[config.mk]
export PLATFORM = sky130hd
export DESIGN_NAME = blackjack_top
export DESIGN_NICKNAME = d
export VERILOG_FILES = /design/src/bj_pkg.sv /design/src/card_source.sv /design/src/card_arbiter.sv /design/src/hand_keeper.sv /design/src/game_fsm.sv /design/src/coin_bank.sv /design/src/blackjack_top.sv
export VERILOG_INCLUDE_DIRS = /design/src
export SDC_FILE = /design/constraint.sdc
export NUM_CORES = 1
export LEC_CHECK = 0
export ABC_AREA = 1
export BUFFER_PORTS_ARGS = -buffer_cell sky130_fd_sc_hd__buf_4
export CAP_MARGIN = 10
export CORE_ASPECT_RATIO = 1.4
export CORE_MARGIN = 8
export CORE_UTILIZATION = 42
export CTS_BUF_LIST = sky130_fd_sc_hd__clkbuf_8
export DETAILED_ROUTE_END_ITERATION = 8
export REMOVE_ABC_BUFFERS = 1
export SYNTH_ARGS = -nofsm -noshare
export SYNTH_HDL_FRONTEND = slang
export SYNTH_HIERARCHICAL = 1
export SYNTH_SLANG_ARGS = --single-unit
export TNS_END_PERCENT = 30
[constraint.sdc]
create_clock -name clk -period 13.2 [get_ports clk]
set_input_delay 1.32 -clock clk [delete_from_list [all_inputs] [get_ports clk]]
set_output_delay 1.32 -clock clk [all_outputs]
set_load 0.01 [all_outputs]
[src/bj_macros.svh]
`ifndef BJ_MACROS_SVH
`define BJ_MACROS_SVH

// --------------------
// widths
// --------------------
`define BJ_CARD_W 4

`define BJ_SCORE_W 6

// balance saturates at 31
`define BJ_COIN_W 5

// --------------------
// table rules
// --------------------
`define BJ_HAND_MAX 4

`define BJ_START_COIN 30

// dealer stops drawing here
`define BJ_DEALER_STAND 17

// any nonzero value works
`define BJ_LFSR_SEED 8'hA5

`endif

[src/bj_pkg.sv]
`default_nettype none

`include "bj_macros.svh"

package bj_pkg;

    // table phases in play order
    typedef enum logic [2:0] {
        PH_BET,
        PH_DEAL,
        PH_PLAYER,
        PH_DEALER,
        PH_RESULT
    } phase_t;

    // one dealt card, ace is 1, faces are 10
    typedef struct packed {
        logic                   valid;
        logic [`BJ_CARD_W-1:0]  value;
    } card_t;

    typedef struct packed {
        logic [`BJ_SCORE_W-1:0] score;
        logic [3:0]             count;
        logic                   busy;        // cards still owed or unscored
        logic                   two_card_21;
    } hand_status_t;

    // levels, all zero outside result phase
    typedef struct packed {
        logic win;
        logic lose;
        logic draw;
    } result_t;

endpackage

`default_nettype wire

[src/card_source.sv]
`timescale 1ns/1ps
`default_nettype none

`include "bj_macros.svh"

module card_source
    import bj_pkg::*;
(
    input  logic  clk,
    input  logic  reset,
    input  logic  gnt_any,
    output card_t card
);

    logic [7:0]            lfsr_q;
    logic                  feedback;
    logic [3:0]            rank;     // 1 to 13
    logic [`BJ_CARD_W-1:0] value;
    logic                  valid_q;
    logic [`BJ_CARD_W-1:0] value_q;

    // x^8 + x^6 + x^5 + x^4 + 1, maximal length
    assign feedback = lfsr_q[7] ^ lfsr_q[5] ^ lfsr_q[4] ^ lfsr_q[3];

    assign rank  = 4'(lfsr_q % 8'd13) + 4'd1;
    assign value = (rank > 4'd10) ? `BJ_CARD_W'd10 : `BJ_CARD_W'(rank); // j q k count 10

    always_ff @(posedge clk or posedge reset) begin
        if (reset) begin
            lfsr_q  <= `BJ_LFSR_SEED;
            valid_q <= 1'b0;
        end else begin
            valid_q <= gnt_any;
            if (gnt_any)
                lfsr_q <= {lfsr_q[6:0], feedback};
        end
    end

    always_ff @(posedge clk) begin
        if (gnt_any)
            value_q <= value;
    end

    assign card = '{valid: valid_q, value: value_q};

    a_card_range: assert property (@(posedge clk) disable iff (reset)
        card.valid |-> (card.value >= `BJ_CARD_W'd1 && card.value <= `BJ_CARD_W'd10));

endmodule

`default_nettype wire

[src/card_arbiter.sv]
`timescale 1ns/1ps
`default_nettype none

module card_arbiter
    import bj_pkg::*;
(
    input  logic clk,
    input  logic reset,
    input  logic req_player,
    input  logic req_dealer,
    output logic gnt_player,
    output logic gnt_dealer,
    output logic gnt_player_q,
    output logic gnt_dealer_q
);

    logic last_player_q;  // player was served last

    // --------------------
    // round robin grant
    // --------------------
    // player wins a tie unless it was served last
    assign gnt_player = req_player && (!req_dealer || !last_player_q);
    assign gnt_dealer = req_dealer && !gnt_player;

    always_ff @(posedge clk or posedge reset) begin
        if (reset) begin
            last_player_q <= 1'b0;   // first tie goes to player
            gnt_player_q  <= 1'b0;
            gnt_dealer_q  <= 1'b0;
        end else begin
            gnt_player_q <= gnt_player;
            gnt_dealer_q <= gnt_dealer;
            if (gnt_player || gnt_dealer)
                last_player_q <= gnt_player;
        end
    end

    // routed card must have exactly one owner
    a_onehot_gnt: assert property (@(posedge clk) disable iff (reset)
        !(gnt_player && gnt_dealer) ##1 !(gnt_player_q && gnt_dealer_q));

endmodule

`default_nettype wire

[src/hand_keeper.sv]
`timescale 1ns/1ps
`default_nettype none

`include "bj_macros.svh"

module hand_keeper
    import bj_pkg::*;
(
    input  logic         clk,
    input  logic         reset,
    input  logic         deal_pulse,
    input  logic         draw_pulse,
    input  logic         clear_pulse,
    input  logic         gnt,
    input  card_t        card_in,
    output logic         req,
    output hand_status_t status,
    output card_t        new_card
);

    localparam int IDX_W = $clog2(`BJ_HAND_MAX);

    logic [`BJ_CARD_W-1:0]  cards_q   [`BJ_HAND_MAX];
    logic [`BJ_CARD_W-1:0]  cards_nxt [`BJ_HAND_MAX];
    logic [3:0]             count_q;
    logic [3:0]             count_nxt;
    logic [1:0]             owed_q;
    logic                   arrive;
    logic                   room;
    logic [`BJ_SCORE_W-1:0] sum;
    logic                   has_ace;
    logic [`BJ_SCORE_W-1:0] score_nxt;
    logic [`BJ_SCORE_W-1:0] score_q;
    logic                   two_21_q;
    logic                   last_vld_q;
    logic [`BJ_CARD_W-1:0]  last_val_q;

    assign arrive    = card_in.valid;
    assign count_nxt = count_q + 4'(arrive);
    assign room      = count_nxt < 4'(`BJ_HAND_MAX);  // counts a card in flight
    assign req       = (owed_q != 2'd0) && room;

    // --------------------
    // owed cards
    // --------------------
    always_ff @(posedge clk or posedge reset) begin
        if (reset) begin
            owed_q <= 2'd0;
        end else if (clear_pulse) begin
            owed_q <= 2'd0;
        end else if (deal_pulse) begin
            owed_q <= 2'd2;
        end else if (draw_pulse) begin
            owed_q <= owed_q + 2'd1;
        end else if (gnt) begin
            owed_q <= owed_q - 2'd1;
        end else if (owed_q != 2'd0 && !room) begin
            owed_q <= 2'd0;   // hand full, forget the rest
        end
    end

    // soft ace scoring over the hand incl. the arriving card
    always_comb begin
        cards_nxt = cards_q;
        if (arrive)
            cards_nxt[count_q[IDX_W-1:0]] = card_in.value;
        sum     = '0;
        has_ace = 1'b0;
        for (int i = 0; i < `BJ_HAND_MAX; i++) begin
            if (4'(i) < count_nxt) begin
                sum = sum + `BJ_SCORE_W'(cards_nxt[i]);
                if (cards_nxt[i] == `BJ_CARD_W'd1)
                    has_ace = 1'b1;
            end
        end
        score_nxt = (has_ace && sum + `BJ_SCORE_W'd10 <= `BJ_SCORE_W'd21) ?
                    sum + `BJ_SCORE_W'd10 : sum;
    end

    always_ff @(posedge clk) begin
        if (arrive)
            cards_q[count_q[IDX_W-1:0]] <= card_in.value;
    end

    always_ff @(posedge clk or posedge reset) begin
        if (reset) begin
            count_q    <= 4'd0;
            score_q    <= '0;
            two_21_q   <= 1'b0;
            last_vld_q <= 1'b0;
        end else begin
            last_vld_q <= arrive && !clear_pulse;
            if (clear_pulse) begin
                count_q  <= 4'd0;
                score_q  <= '0;
                two_21_q <= 1'b0;
            end else if (arrive) begin
                count_q  <= count_nxt;
                score_q  <= score_nxt;
                two_21_q <= (count_nxt == 4'd2) && (score_nxt == `BJ_SCORE_W'd21);
            end
        end
    end

    always_ff @(posedge clk) begin
        if (arrive)
            last_val_q <= card_in.value;
    end

    assign status.score       = score_q;
    assign status.count       = count_q;
    assign status.busy        = (owed_q != 2'd0) || arrive || deal_pulse || draw_pulse;
    assign status.two_card_21 = two_21_q;

    assign new_card = '{valid: last_vld_q, value: last_val_q};

    a_count_max: assert property (@(posedge clk) disable iff (reset)
        count_q <= 4'(`BJ_HAND_MAX));

endmodule

`default_nettype wire

[src/game_fsm.sv]
`timescale 1ns/1ps
`default_nettype none

`include "bj_macros.svh"

module game_fsm
    import bj_pkg::*;
(
    input  logic         clk,
    input  logic         reset,
    input  logic         next,
    input  logic         hit,
    input  logic         stand,
    input  logic         double,
    input  logic         bet_ok,
    input  hand_status_t player,
    input  hand_status_t dealer,
    output phase_t       phase,
    output logic         player_deal,
    output logic         dealer_deal,
    output logic         player_draw,
    output logic         dealer_draw,
    output logic         clear,
    output logic         bet_take,
    output logic         double_take,
    output logic         settle,
    output result_t      result
);

    logic    first_q;    // no player action yet
    logic    doubled_q;  // double card owed or scored
    logic    player_bust;
    logic    dealer_done;
    result_t judged;

    assign player_bust = player.score > `BJ_SCORE_W'd21;
    assign dealer_done = dealer.score >= `BJ_SCORE_W'(`BJ_DEALER_STAND)
                      || dealer.count >= 4'(`BJ_HAND_MAX);

    // --------------------
    // win lose draw
    // --------------------
    always_comb begin
        judged = '0;
        if (player_bust || (dealer.score <= `BJ_SCORE_W'd21 && dealer.score > player.score))
            judged.lose = 1'b1;
        else if (dealer.score > `BJ_SCORE_W'd21 || player.score > dealer.score)
            judged.win = 1'b1;
        else
            judged.draw = 1'b1;
    end

    always_ff @(posedge clk or posedge reset) begin
        if (reset) begin
            phase       <= PH_BET;
            first_q     <= 1'b1;
            doubled_q   <= 1'b0;
            player_deal <= 1'b0;
            dealer_deal <= 1'b0;
            player_draw <= 1'b0;
            dealer_draw <= 1'b0;
            clear       <= 1'b0;
            bet_take    <= 1'b0;
            double_take <= 1'b0;
            settle      <= 1'b0;
            result      <= '0;
        end else begin
            // commands are single cycle
            player_deal <= 1'b0;
            dealer_deal <= 1'b0;
            player_draw <= 1'b0;
            dealer_draw <= 1'b0;
            clear       <= 1'b0;
            bet_take    <= 1'b0;
            double_take <= 1'b0;
            settle      <= 1'b0;
            case (phase)
                PH_BET: begin
                    if (next && bet_ok) begin
                        phase       <= PH_DEAL;
                        bet_take    <= 1'b1;
                        player_deal <= 1'b1;
                        dealer_deal <= 1'b1;
                        first_q     <= 1'b1;
                        doubled_q   <= 1'b0;
                    end
                end
                PH_DEAL: begin
                    if (!player.busy && !dealer.busy) begin
                        if (dealer.two_card_21) begin
                            phase  <= PH_RESULT;
                            settle <= 1'b1;
                            result <= judged;
                        end else begin
                            phase <= PH_PLAYER;
                        end
                    end
                end
                PH_PLAYER: begin
                    if (!player.busy) begin
                        if (player_bust) begin
                            phase  <= PH_RESULT;
                            settle <= 1'b1;
                            result <= judged;
                        end else if (doubled_q || player.score == `BJ_SCORE_W'd21 || stand) begin
                            phase <= PH_DEALER;
                        end else if (double && first_q) begin
                            player_draw <= 1'b1;
                            double_take <= 1'b1;
                            doubled_q   <= 1'b1;
                            first_q     <= 1'b0;
                        end else if (hit) begin
                            player_draw <= 1'b1;
                            first_q     <= 1'b0;
                        end
                    end
                end
                PH_DEALER: begin
                    if (!dealer.busy) begin
                        if (dealer_done) begin
                            phase  <= PH_RESULT;
                            settle <= 1'b1;
                            result <= judged;
                        end else begin
                            dealer_draw <= 1'b1;
                        end
                    end
                end
                PH_RESULT: begin
                    if (next) begin
                        phase  <= PH_BET;
                        clear  <= 1'b1;
                        result <= '0;
                    end
                end
                default: phase <= PH_BET;
            endcase
        end
    end

endmodule

`default_nettype wire

[src/coin_bank.sv]
`timescale 1ns/1ps
`default_nettype none

`include "bj_macros.svh"

module coin_bank
    import bj_pkg::*;
(
    input  logic                  clk,
    input  logic                  reset,
    input  phase_t                phase,
    input  logic [3:0]            bet,
    input  logic                  bet_take,
    input  logic                  double_take,
    input  logic                  settle,
    input  result_t               result,
    input  logic                  player_21,
    output logic                  bet_ok,
    output logic [`BJ_COIN_W-1:0] coin
);

    localparam logic [7:0] COIN_MAX = 8'((1 << `BJ_COIN_W) - 1);

    logic [`BJ_COIN_W-1:0] stake_q;
    logic [7:0]            payout;
    logic [7:0]            total;
    logic                  double_ok;

    assign bet_ok    = (phase == PH_BET) && (bet != 4'd0) && (`BJ_COIN_W'(bet) <= coin);
    assign double_ok = coin >= stake_q;

    // stake times 4, 2, 1 or 0
    always_comb begin
        payout = 8'd0;
        if (result.win)
            payout = player_21 ? {1'b0, stake_q, 2'b00} : {2'b00, stake_q, 1'b0};
        else if (result.draw)
            payout = 8'(stake_q);
    end

    assign total = 8'(coin) + payout;

    always_ff @(posedge clk or posedge reset) begin
        if (reset) begin
            coin <= `BJ_COIN_W'(`BJ_START_COIN);
        end else if (bet_take) begin
            coin <= coin - `BJ_COIN_W'(bet);
        end else if (double_take && double_ok) begin
            coin <= coin - stake_q;
        end else if (settle) begin
            coin <= (total > COIN_MAX) ? COIN_MAX[`BJ_COIN_W-1:0] : total[`BJ_COIN_W-1:0];
        end
    end

    always_ff @(posedge clk) begin
        if (bet_take)
            stake_q <= `BJ_COIN_W'(bet);
        else if (double_take && double_ok)
            stake_q <= {stake_q[`BJ_COIN_W-2:0], 1'b0};
    end

    a_no_wrap: assert property (@(posedge clk) disable iff (reset)
        (bet_take || double_take) |=> coin <= $past(coin));

endmodule

`default_nettype wire

[src/blackjack_top.sv]
`timescale 1ns/1ps
`default_nettype none

`include "bj_macros.svh"

module blackjack_top
    import bj_pkg::*;
(
    input  logic                   clk,
    input  logic                   reset,
    input  logic                   next,
    input  logic                   hit,
    input  logic                   stand,
    input  logic                   double,
    input  logic [3:0]             bet,
    output logic [`BJ_SCORE_W-1:0] player_score,
    output logic [`BJ_SCORE_W-1:0] dealer_score,
    output card_t                  player_card,
    output card_t                  dealer_card,
    output logic [`BJ_COIN_W-1:0]  coin,
    output phase_t                 phase,
    output result_t                result
);

    hand_status_t player_st, dealer_st;
    card_t        card, card_to_player, card_to_dealer;
    logic         req_player, req_dealer, gnt_player, gnt_dealer;
    logic         gnt_player_q, gnt_dealer_q;
    logic         player_deal, dealer_deal, player_draw, dealer_draw, clear;
    logic         bet_take, double_take, settle, bet_ok;

    // card goes to whoever was granted last cycle
    assign card_to_player = '{valid: card.valid && gnt_player_q, value: card.value};
    assign card_to_dealer = '{valid: card.valid && gnt_dealer_q, value: card.value};
    assign player_score   = player_st.score;
    assign dealer_score   = dealer_st.score;

    card_source u_source (.clk(clk), .reset(reset), .gnt_any(gnt_player || gnt_dealer),
        .card(card));

    card_arbiter u_arbiter (.clk(clk), .reset(reset), .req_player(req_player),
        .req_dealer(req_dealer), .gnt_player(gnt_player), .gnt_dealer(gnt_dealer),
        .gnt_player_q(gnt_player_q), .gnt_dealer_q(gnt_dealer_q));

    hand_keeper u_player (.clk(clk), .reset(reset), .deal_pulse(player_deal),
        .draw_pulse(player_draw), .clear_pulse(clear), .gnt(gnt_player),
        .card_in(card_to_player), .req(req_player), .status(player_st), .new_card(player_card));

    hand_keeper u_dealer (.clk(clk), .reset(reset), .deal_pulse(dealer_deal),
        .draw_pulse(dealer_draw), .clear_pulse(clear), .gnt(gnt_dealer),
        .card_in(card_to_dealer), .req(req_dealer), .status(dealer_st), .new_card(dealer_card));

    game_fsm u_fsm (.clk(clk), .reset(reset), .next(next), .hit(hit), .stand(stand),
        .double(double), .bet_ok(bet_ok), .player(player_st), .dealer(dealer_st),
        .phase(phase), .player_deal(player_deal), .dealer_deal(dealer_deal),
        .player_draw(player_draw), .dealer_draw(dealer_draw), .clear(clear),
        .bet_take(bet_take), .double_take(double_take), .settle(settle), .result(result));

    coin_bank u_bank (.clk(clk), .reset(reset), .phase(phase), .bet(bet), .bet_take(bet_take),
        .double_take(double_take), .settle(settle), .result(result),
        .player_21(player_st.score == `BJ_SCORE_W'd21), .bet_ok(bet_ok), .coin(coin));

endmodule

`default_nettype wire

==> results of run 1 <==
[state kept, by name (all words and copies together), names as in the netlist, 2 cells and up]
register	cells
u_dealer/last_val_q	4
u_player/owed_q	2
u_player/score_q	6
u_source/value_q	4
u_player/last_val_q	4
u_bank/stake_q	5
u_dealer/cards_q	16
u_dealer/score_q	6
u_bank/coin	5
u_player/count_q	4
u_dealer/count_q	4
u_fsm/phase	3
u_source/lfsr_q	8
u_fsm/result	3
u_player/cards_q	16
u_dealer/owed_q	2
[layout make-up]
type	instances	area (sq um)	area share [%]
clock inverter	5	55.1	0.595
multi-input combinational	867	5030	54.4
tap	252	315	3.41
sequential	107	2600	28.1
clock buffer	11	151	1.64
inverter	208	783	8.46
timing repair buffer	42	315	3.41
[metal layers]
layer  vias to the layer above  GRT usage (%)
met5                         -              0
met2                       114           30.1
li1                       3944              -
met1                      3419           18.7
met3                        32           2.21
met4                         0           7.58
[through the flow]
step,hold slack [ns],instances,util (%),setup WS (ns),area [sq um]
floorplan,0.438,1182,-,8.33,8420
global placement,0.455,1476,45.6,8.02,9050
detailed placement,0.454,1476,45.6,7.81,9050
CTS,0.470,1492,46.6,7.77,9260
global route,0.509,1492,46.6,7.33,9260
finish,0.468,1492,46.6,7.82,9260
[how the worst min path moves through the flow]
stage | from | to
5_1_grt | u_fsm/first_q$_DFFE_PP1P_ | u_fsm/first_q$_DFFE_PP1P_
6_report | u_fsm/first_q$_DFFE_PP1P_ | u_fsm/first_q$_DFFE_PP1P_
3_3_place_gp | u_player/owed_q[1]$_DFFE_PP0P_ | u_player/owed_q[1]$_DFFE_PP0P_
3_5_place_dp | u_fsm/first_q$_DFFE_PP1P_ | u_fsm/first_q$_DFFE_PP1P_
4_1_cts | u_fsm/first_q$_DFFE_PP1P_ | u_fsm/first_q$_DFFE_PP1P_
2_1_floorplan | u_player/cards_q[12]$_DFF_P_ | u_player/cards_q[12]$_DFF_P_
[critical path, delay by kind of cell, from the launching register on]
family                     cells  cell delay (ns)
AOI/OAI and AO/OA              3             0.25
xor gates and xnor gates       1             0.18
adders and majority gates      6             1.86
buffers and inverters          3             0.44
DFF                            1             0.35
and+or+nand+nor               19             2.19
==> reports/qor.yml, run 1 <==
outcome:
  outcome: "completed"
job:
  maxCapViolCount: 0
route:
  met2_length_mm: 10.2
  avgRoutedWirePerCell_um: 13.5
  top_layer_used: "met4"
  drc: 0
  m1WireLength_mm: 8.55
  drt_first_pass_iters: 4
  drt_iter0_drc: 330
  ant_nets: 0
  dr_total_vias: 7509
  via_per_inst: 5.03
  wl_met3_um: 716
  wirelength_mm: 20.1
worst_hold_path:
  hold_depth: 2
  min_path_type: "reg2reg"
die:
  die-height_um: 184
  dieWidth_um: 136
  start_util_pct: 42.8
  die-area_sq_mm: 0.0251
  coreArea_sq_mm: 0.0198
  num_rows: 61
  ioPinCount: 43
clock_network:
  ctsRootBufferMaster: "clkbuf_8"
  postCtsHoldBufs: 0
  numClockSinks: 107
  cts_buffers: 9
  clkTransAtPathRegs_ns: 0.10
  post-cts-setup-buffers: 0
  cts_buffer_depth: 2
  cts_tree: "yes"
  cts_max_level: 3
  clk_latency_ns: 0.38
  cts_resized: 0
placed_design:
  gp_congestion: 0.877
  hpwl_mm: 16.5
  io_buffers: 42
sta:
  rsz0062_at_grt: "no"
  fmax_ghz: 0.186
  worst_slew_pin_slew_ns: 0.788
  finalMaxSlewViolations: 0
  post-route-min-period_ns: 5.38
  final.setup.tns_ns: 0
  setup_violations: 0
  relSlewSlack_pct: 46.8
  hold_viol_final: 0
  min_period_over_period_pct: 40.8
  final.setup_skew_ns: 0.0108
synth:
  netlist_instances: 1192
  yosysWarnings: 6
  netlist_area_sq_mm: 0.00849
  synth.avg_cell_area_sq_um: 7.13
final_layout:
  diodes: 0
  n_fill_cell: 2076
  areaGrowthSynthToFinish_pct: 8.97
  nNetsFinal: 1308
  layout_commonest_cell: "nand2_1"
  final_cell_mix: "344 x nand2_1, 192 x inv_1, 101 x nand3_1"
  drive_gt1_share_pct: 14.7
critical_path:
  endpoint: "u_player/score_q[4]$_DFFE_PP0P_"
  critical_path.startpoint: "u_source/valid_q$_DFF_PP0_"
  r2r-end: "u_player/score_q[4]$_DFFE_PP0P_"
  reg2reg_depth: 32
  critPathKind: "reg2reg"
  crit_required_ns: 13.46
  critPathMaxFanout: 11
  max_stage_delay_ns: 0.42
  worstReg2RegStart: "u_source/valid_q$_DFF_PP0_"
  critPathSlowestCell: "fa_1"
  critical_path_arrival_ns: 5.64
  cp-end-kind: "flip-flop"
  cpMostUsedCell: "nand2_1"
  critPathLaunchType: "flip-flop"
  rrSetupSlack_ns: 7.82
global_route:
  grt_antenna_before_repair: 0
  grt_pass1_vias: 7250
  globalRouteTotalUtil_pct: 16.6
  overflow: 0
  grt_max_degree: 22
  grt_pass1_wl_mm: 33.9
Power of run 1 is left out: the tool's default activity adds up to more than one toggle a clock period on the data nets, which glitch-free logic cannot reach.
==> inputs of run 2 (changes only) <==
==> constraint.sdc (replaced) <==
create_clock -name clk -period 4.9 [get_ports clk]
set_input_delay 0.49 -clock clk [delete_from_list [all_inputs] [get_ports clk]]
set_output_delay 0.49 -clock clk [all_outputs]
set_load 0.01 [all_outputs]
==> run 2 against run 1 <==
  * Largest cell class unchanged
  * Sequential cell count unchanged
  * Critical endpoint is now u_dealer/two_21_q$_DFFE_PP0P_
  * Clock skew about the same
  * Final cell count is 2.2% higher
==> reports/qor.yml, run 2 (synthesized netlist as in run 1, its figures left out) <==
route:
  wirelength_mm: 21.0
  via_per_inst: 5.04
  avgRoutedWirePerCell_um: 13.8
  dr_total_vias: 7693
  drc: 0
  drt_iter0_drc: 332
  ant_nets: 0
  drt_first_pass_iters: 5
sta:
  relSlewSlack_pct: 41.5
  finalMaxSlewViolations: 0
  post-route-min-period_ns: 4.66
  setup_violations: 0
  final.setup_skew_ns: 0.0112
  fmax_ghz: 0.215
  hold_viol_final: 0
  worst_slew_pin_slew_ns: 0.866
  min_period_over_period_pct: 95.1
global_route:
  overflow: 0
  grt_antenna_before_repair: 0
  grt_pass1_vias: 7552
  busiest_layer: "met2"
  globalRouteTotalUtil_pct: 17.0
  grt_pass1_wl_mm: 34.9
  grt_max_degree: 22
  met3_usage_pct: 1.85
  use_met1_pct: 19.2
  met2_usage_pct: 31.0
job:
  maxCapViolCount: 0
critical_path:
  critPathMaxFanout: 5
  crit_family: "simple AND/OR/NAND/NOR gates"
  cp-end-kind: "flip-flop"
  critPathBufInv: 6
  crit_required_ns: 5.23
  critPathLaunchType: "flip-flop"
  max_stage_delay_ns: 0.39
  critical_path_arrival_ns: 4.99
  critPathKind: "reg2reg"
  critPathSlowestCell: "dfrtp_1"
  cpMostUsedCell: "nand2_1"
die:
  num_rows: 61
  start_util_pct: 42.8
  dieWidth_um: 136
  coreArea_sq_mm: 0.0198
  die-height_um: 184
  ioPinCount: 43
  die-area_sq_mm: 0.0251
final_layout:
  diodes: 0
  nNetsFinal: 1341
  final_util_pct: 50.2
  n_fill_cell: 2079
  layout_commonest_cell: "nand2_1"
  final_cell_mix: "324 x nand2_1, 187 x inv_1, 91 x nand3_1"
  drive_gt1_share_pct: 22.3
  areaGrowthSynthToFinish_pct: 17.3
clock_network:
  cts_buffers: 9
  clkTransAtPathRegs_ns: 0.11
  cts_tree: "yes"
  clk_latency_ns: 0.39
  cts_max_level: 3
  cts_buffer_depth: 2
  ctsRootBufferMaster: "clkbuf_8"
  numClockSinks: 107
placed_design:
  hpwl_mm: 16.5
  gp_congestion: 0.875
  io_buffers: 42
worst_hold_path:
  min_path_type: "in2reg"
outcome:
  outcome: "completed"
[run 2: cell types whose count changed in the layout (fill, tap and decap cells not counted), moves of 10 or more]
cell and change:
buf_4 +31, ha_1 -17, ha_4 +13, nand2_1 -20
nand2_2 +19, nand3_1 -10
[run 2: timing repair]
| action | in CTS | in global routing |
|---|---|---|
| setup endpoints to repair | 9 | 11 |
| hold buffers | 1 | 0 |
| setup buffers | 1 | 10 |
| pin swaps | 1 | 37 |
| gates resized for setup | 5 | 92 |
| endpoints found under the hold margin | 3 | 0 |
[run 2: cell type report]
class / instances / area (sq um) / share of cell area, %
Clock buffer: 9 / 124 / 1.24
Clock inverter: 7 / 90.1 / 0.904
Inverter: 208 / 791 / 7.94
Multi-Input combinational cell: 867 / 5470 / 54.9
Sequential cell: 107 / 2600 / 26.1
Tap cell: 252 / 315 / 3.17
Timing Repair Buffer: 75 / 569 / 5.71
[run 2: path summary, 6_finish.rpt]
path	cells past startpoint	endpoint	slack (ns)	startpoint
hold reg to reg	2	u_fsm/first_q$_DFFE_PP1P_	0.47	u_fsm/first_q$_DFFE_PP1P_
max in group asynchronous	3	u_fsm/clear$_DFF_PP0_	3.76	reset
setup reg to reg	36	u_dealer/two_21_q$_DFFE_PP0P_	0.24	u_source/valid_q$_DFF_PP0_
min in group asynchronous	3	u_arbiter/gnt_player_q$_DFF_PP0_	0.55	reset
hold / removal	3	u_fsm/clear$_DFF_PP0_	0.37	next
setup / recovery	36	u_dealer/two_21_q$_DFFE_PP0P_	0.24	u_source/valid_q$_DFF_PP0_
[run 2: per-stage QoR]
step / setup TNS, ns / setup slack, ns / hold WS [ns] / instance area, sq um / std cells
after floorplan: 0 / 0.0261 / 0.244 / 8420 / 1182
after global placement: -0.00107 / -0.00107 / 0.423 / 9210 / 1497
after detailed placement: -0.360 / -0.0794 / 0.424 / 9210 / 1497
after CTS: 0 / 0.00764 / 0.332 / 9460 / 1515
after global routing: -0.363 / -0.0882 / 0.365 / 9960 / 1525
final: 0 / 0.241 / 0.365 / 9960 / 1525
[run 2: worst register-to-register path: cells and delay by family (launching register included)]
kind	cells	cell delay (ns)
AO/OA/AOI/OAI	4	0.24
XOR/XNOR	2	0.31
adder cells (fa/ha/maj)	6	1.44
buffers and inverters	6	0.42
flip-flops	1	0.39
AND/OR/NAND/NOR	18	1.81
[run 2: routing by layer]
metal / part of all wire, % / wire length (um)
met1: 42 / 8840
met4: 3.4 / 709
met3: 3.0 / 623
met5: 0 / 0
met2: 52 / 10900
Power of run 2 is left out for the same reason.
==> inputs of run 3 (changes only) <==
--- a/config.mk
+++ b/config.mk
@@ -11,7 +11,7 @@
 export CAP_MARGIN = 10
 export CORE_ASPECT_RATIO = 1.4
 export CORE_MARGIN = 8
-export CORE_UTILIZATION = 42
+export CORE_UTILIZATION = 45
 export CTS_BUF_LIST = sky130_fd_sc_hd__clkbuf_8
 export DETAILED_ROUTE_END_ITERATION = 8
 export REMOVE_ABC_BUFFERS = 1
==> run 3 against run 2 <==
  * Register-to-register slack improved by 0.07 ns
  * Die area fell by 6.0%
  * Fmax rose by 1.4%
  * Highest routed layer unchanged
  * Clock-buffer cell count did not move
  * Via count fell by 1.0%
  * Final cell count fell by 0.59%
  * Sequential cell count did not move
  * Global-route usage rose by 0.72 points
  * Hold slack got worse by 0.0095 ns
==> reports/qor.yml, run 3 (synthesized netlist as in run 1, its figures left out) <==
placed_design:
  pre_cts_ws_ns: -0.0541
  gp_congestion: 0.890
  dpl_cell_area_sq_mm: 0.00920
  hpwl_mm: 16.5
  io_buffers: 42
final_layout:
  ff_latch_area_sq_mm: 0.00260
  final_area_sq_mm: 0.00997
  diodes: 0
  drive_gt1_share_pct: 22.6
  final_util_pct: 53.8
  final_cell_mix: "322 x nand2_1, 186 x inv_1, 92 x nand3_1"
  multi_input_area_sq_mm: 0.00551
  n_fill_cell: 1832
  layout_commonest_cell: "nand2_1"
  nNetsFinal: 1340
  areaGrowthSynthToFinish_pct: 17.4
global_route:
  grt_antenna_before_repair: 0
  grt_max_degree: 22
  globalRouteTotalUtil_pct: 17.7
  grt_pass1_wl_mm: 34.5
  grt_pass1_vias: 7420
  overflow: 0
sta:
  finalMaxSlewViolations: 0
  finalWorstSetupSlack_ns: 0.307
  fmax_ghz: 0.218
  post-route-min-period_ns: 4.59
  relSlewSlack_pct: 42.6
  final.setup_skew_ns: 0.0219
  hold_viol_final: 0
  min_period_over_period_pct: 93.7
  worst_slew_pin_slew_ns: 0.852
  setup_violations: 0
critical_path:
  critical_path_arrival_ns: 4.87
  critPathMaxFanout: 10
  critPathBufInv: 6
  crit_required_ns: 5.17
  critPathSlowestCell: "fa_2"
  cpMostUsedCell: "nand2_1"
  cp-end-kind: "flip-flop"
  crit_family: "adder cells"
  max_stage_delay_ns: 0.52
  critPathKind: "reg2reg"
  critPathLaunchType: "flip-flop"
die:
  num_rows: 59
  die-area_sq_mm: 0.0236
  ioPinCount: 43
  dieWidth_um: 132
  die-height_um: 179
  start_util_pct: 45.8
  coreArea_sq_mm: 0.0185
clock_network:
  cts_buffer_depth: 2
  clkTransAtPathRegs_ns: 0.11
  ctsRootBufferMaster: "clkbuf_8"
  cts_buffers: 9
  numClockSinks: 107
  cts_tree: "yes"
  clk_latency_ns: 0.39
  cts_max_level: 3
job:
  maxCapViolCount: 0
route:
  wirelength_mm: 20.9
  avgRoutedWirePerCell_um: 13.8
  via_per_inst: 5.02
  ant_nets: 0
  drc: 0
  drt_iter0_drc: 362
  dr_total_vias: 7613
  drt_first_pass_iters: 4
outcome:
  outcome: "completed"
worst_hold_path:
  min_path_type: "in2reg"
-- run 3: cell count changes in the layout (fill, tap and decap cells not counted), sizes merged --
cell    change
buf         -1
clkinv      +1
inv         -1
-- run 3: worst min-delay path: stages --
cell,delay (ns)
buf_4,0.12
inv_1,0.06
nor2_1,0.05
-- run 3: layout make-up --
type                            instances  area share (%)
Clock buffer                            9            1.24
Timing Repair Buffer                   74            5.71
Clock inverter                          7           0.690
Inverter                              208            7.91
Tap cell                              244            3.06
Multi-Input combinational cell        867            55.3
Sequential cell                       107            26.1
-- run 3: final timing paths --
path                                       startpoint                                   to  slack (ns)  cells after the start
min                                              next                u_fsm/clear$_DFF_PP0_        0.36                      3
max reg2reg                u_source/valid_q$_DFF_PP0_      u_player/score_q[1]$_DFFE_PP0P_        0.31                     30
min reg2reg                 u_fsm/first_q$_DFFE_PP1P_            u_fsm/first_q$_DFFE_PP1P_        0.48                      2
max                        u_source/valid_q$_DFF_PP0_      u_player/score_q[1]$_DFFE_PP0P_        0.31                     30
max in group asynchronous                       reset      u_dealer/score_q[4]$_DFFE_PP0P_        3.78                      3
min in group asynchronous                       reset  u_arbiter/last_player_q$_DFFE_PP0P_        0.56                      3
-- run 3: what timing repair did --
item / 4_1_cts / 5_1_grt
hold buffers: 1 / 0
pin swaps: 0 / 33
setup buffers: 0 / 9
hold endpoints to repair: 3 / 0
setup endpoints to repair: 6 / 11
resized for setup: 3 / 104
-- run 3: through the flow --
stage | cells | setup TNS [ns] | hold slack (ns)
after CTS | 1507 | 0 | 0.340
after detailed placement | 1490 | -0.152 | 0.424
after floorplan | 1182 | 0 | 0.244
after global routing | 1516 | -0.226 | 0.345
after global placement | 1490 | 0 | 0.421
final | 1516 | 0 | 0.356
-- run 3: routing by layer --
layer,global-route usage (%),up-vias,part of all wire [%],wire [um]
met5,0,-,0,0
met4,8.11,0,3.0,635
met3,1.94,35,2.4,494
met2,33.9,103,53,11000
met1,19.0,3471,42,8780
li1,-,4004,-,-
Power of run 3 is left out for the same reason.
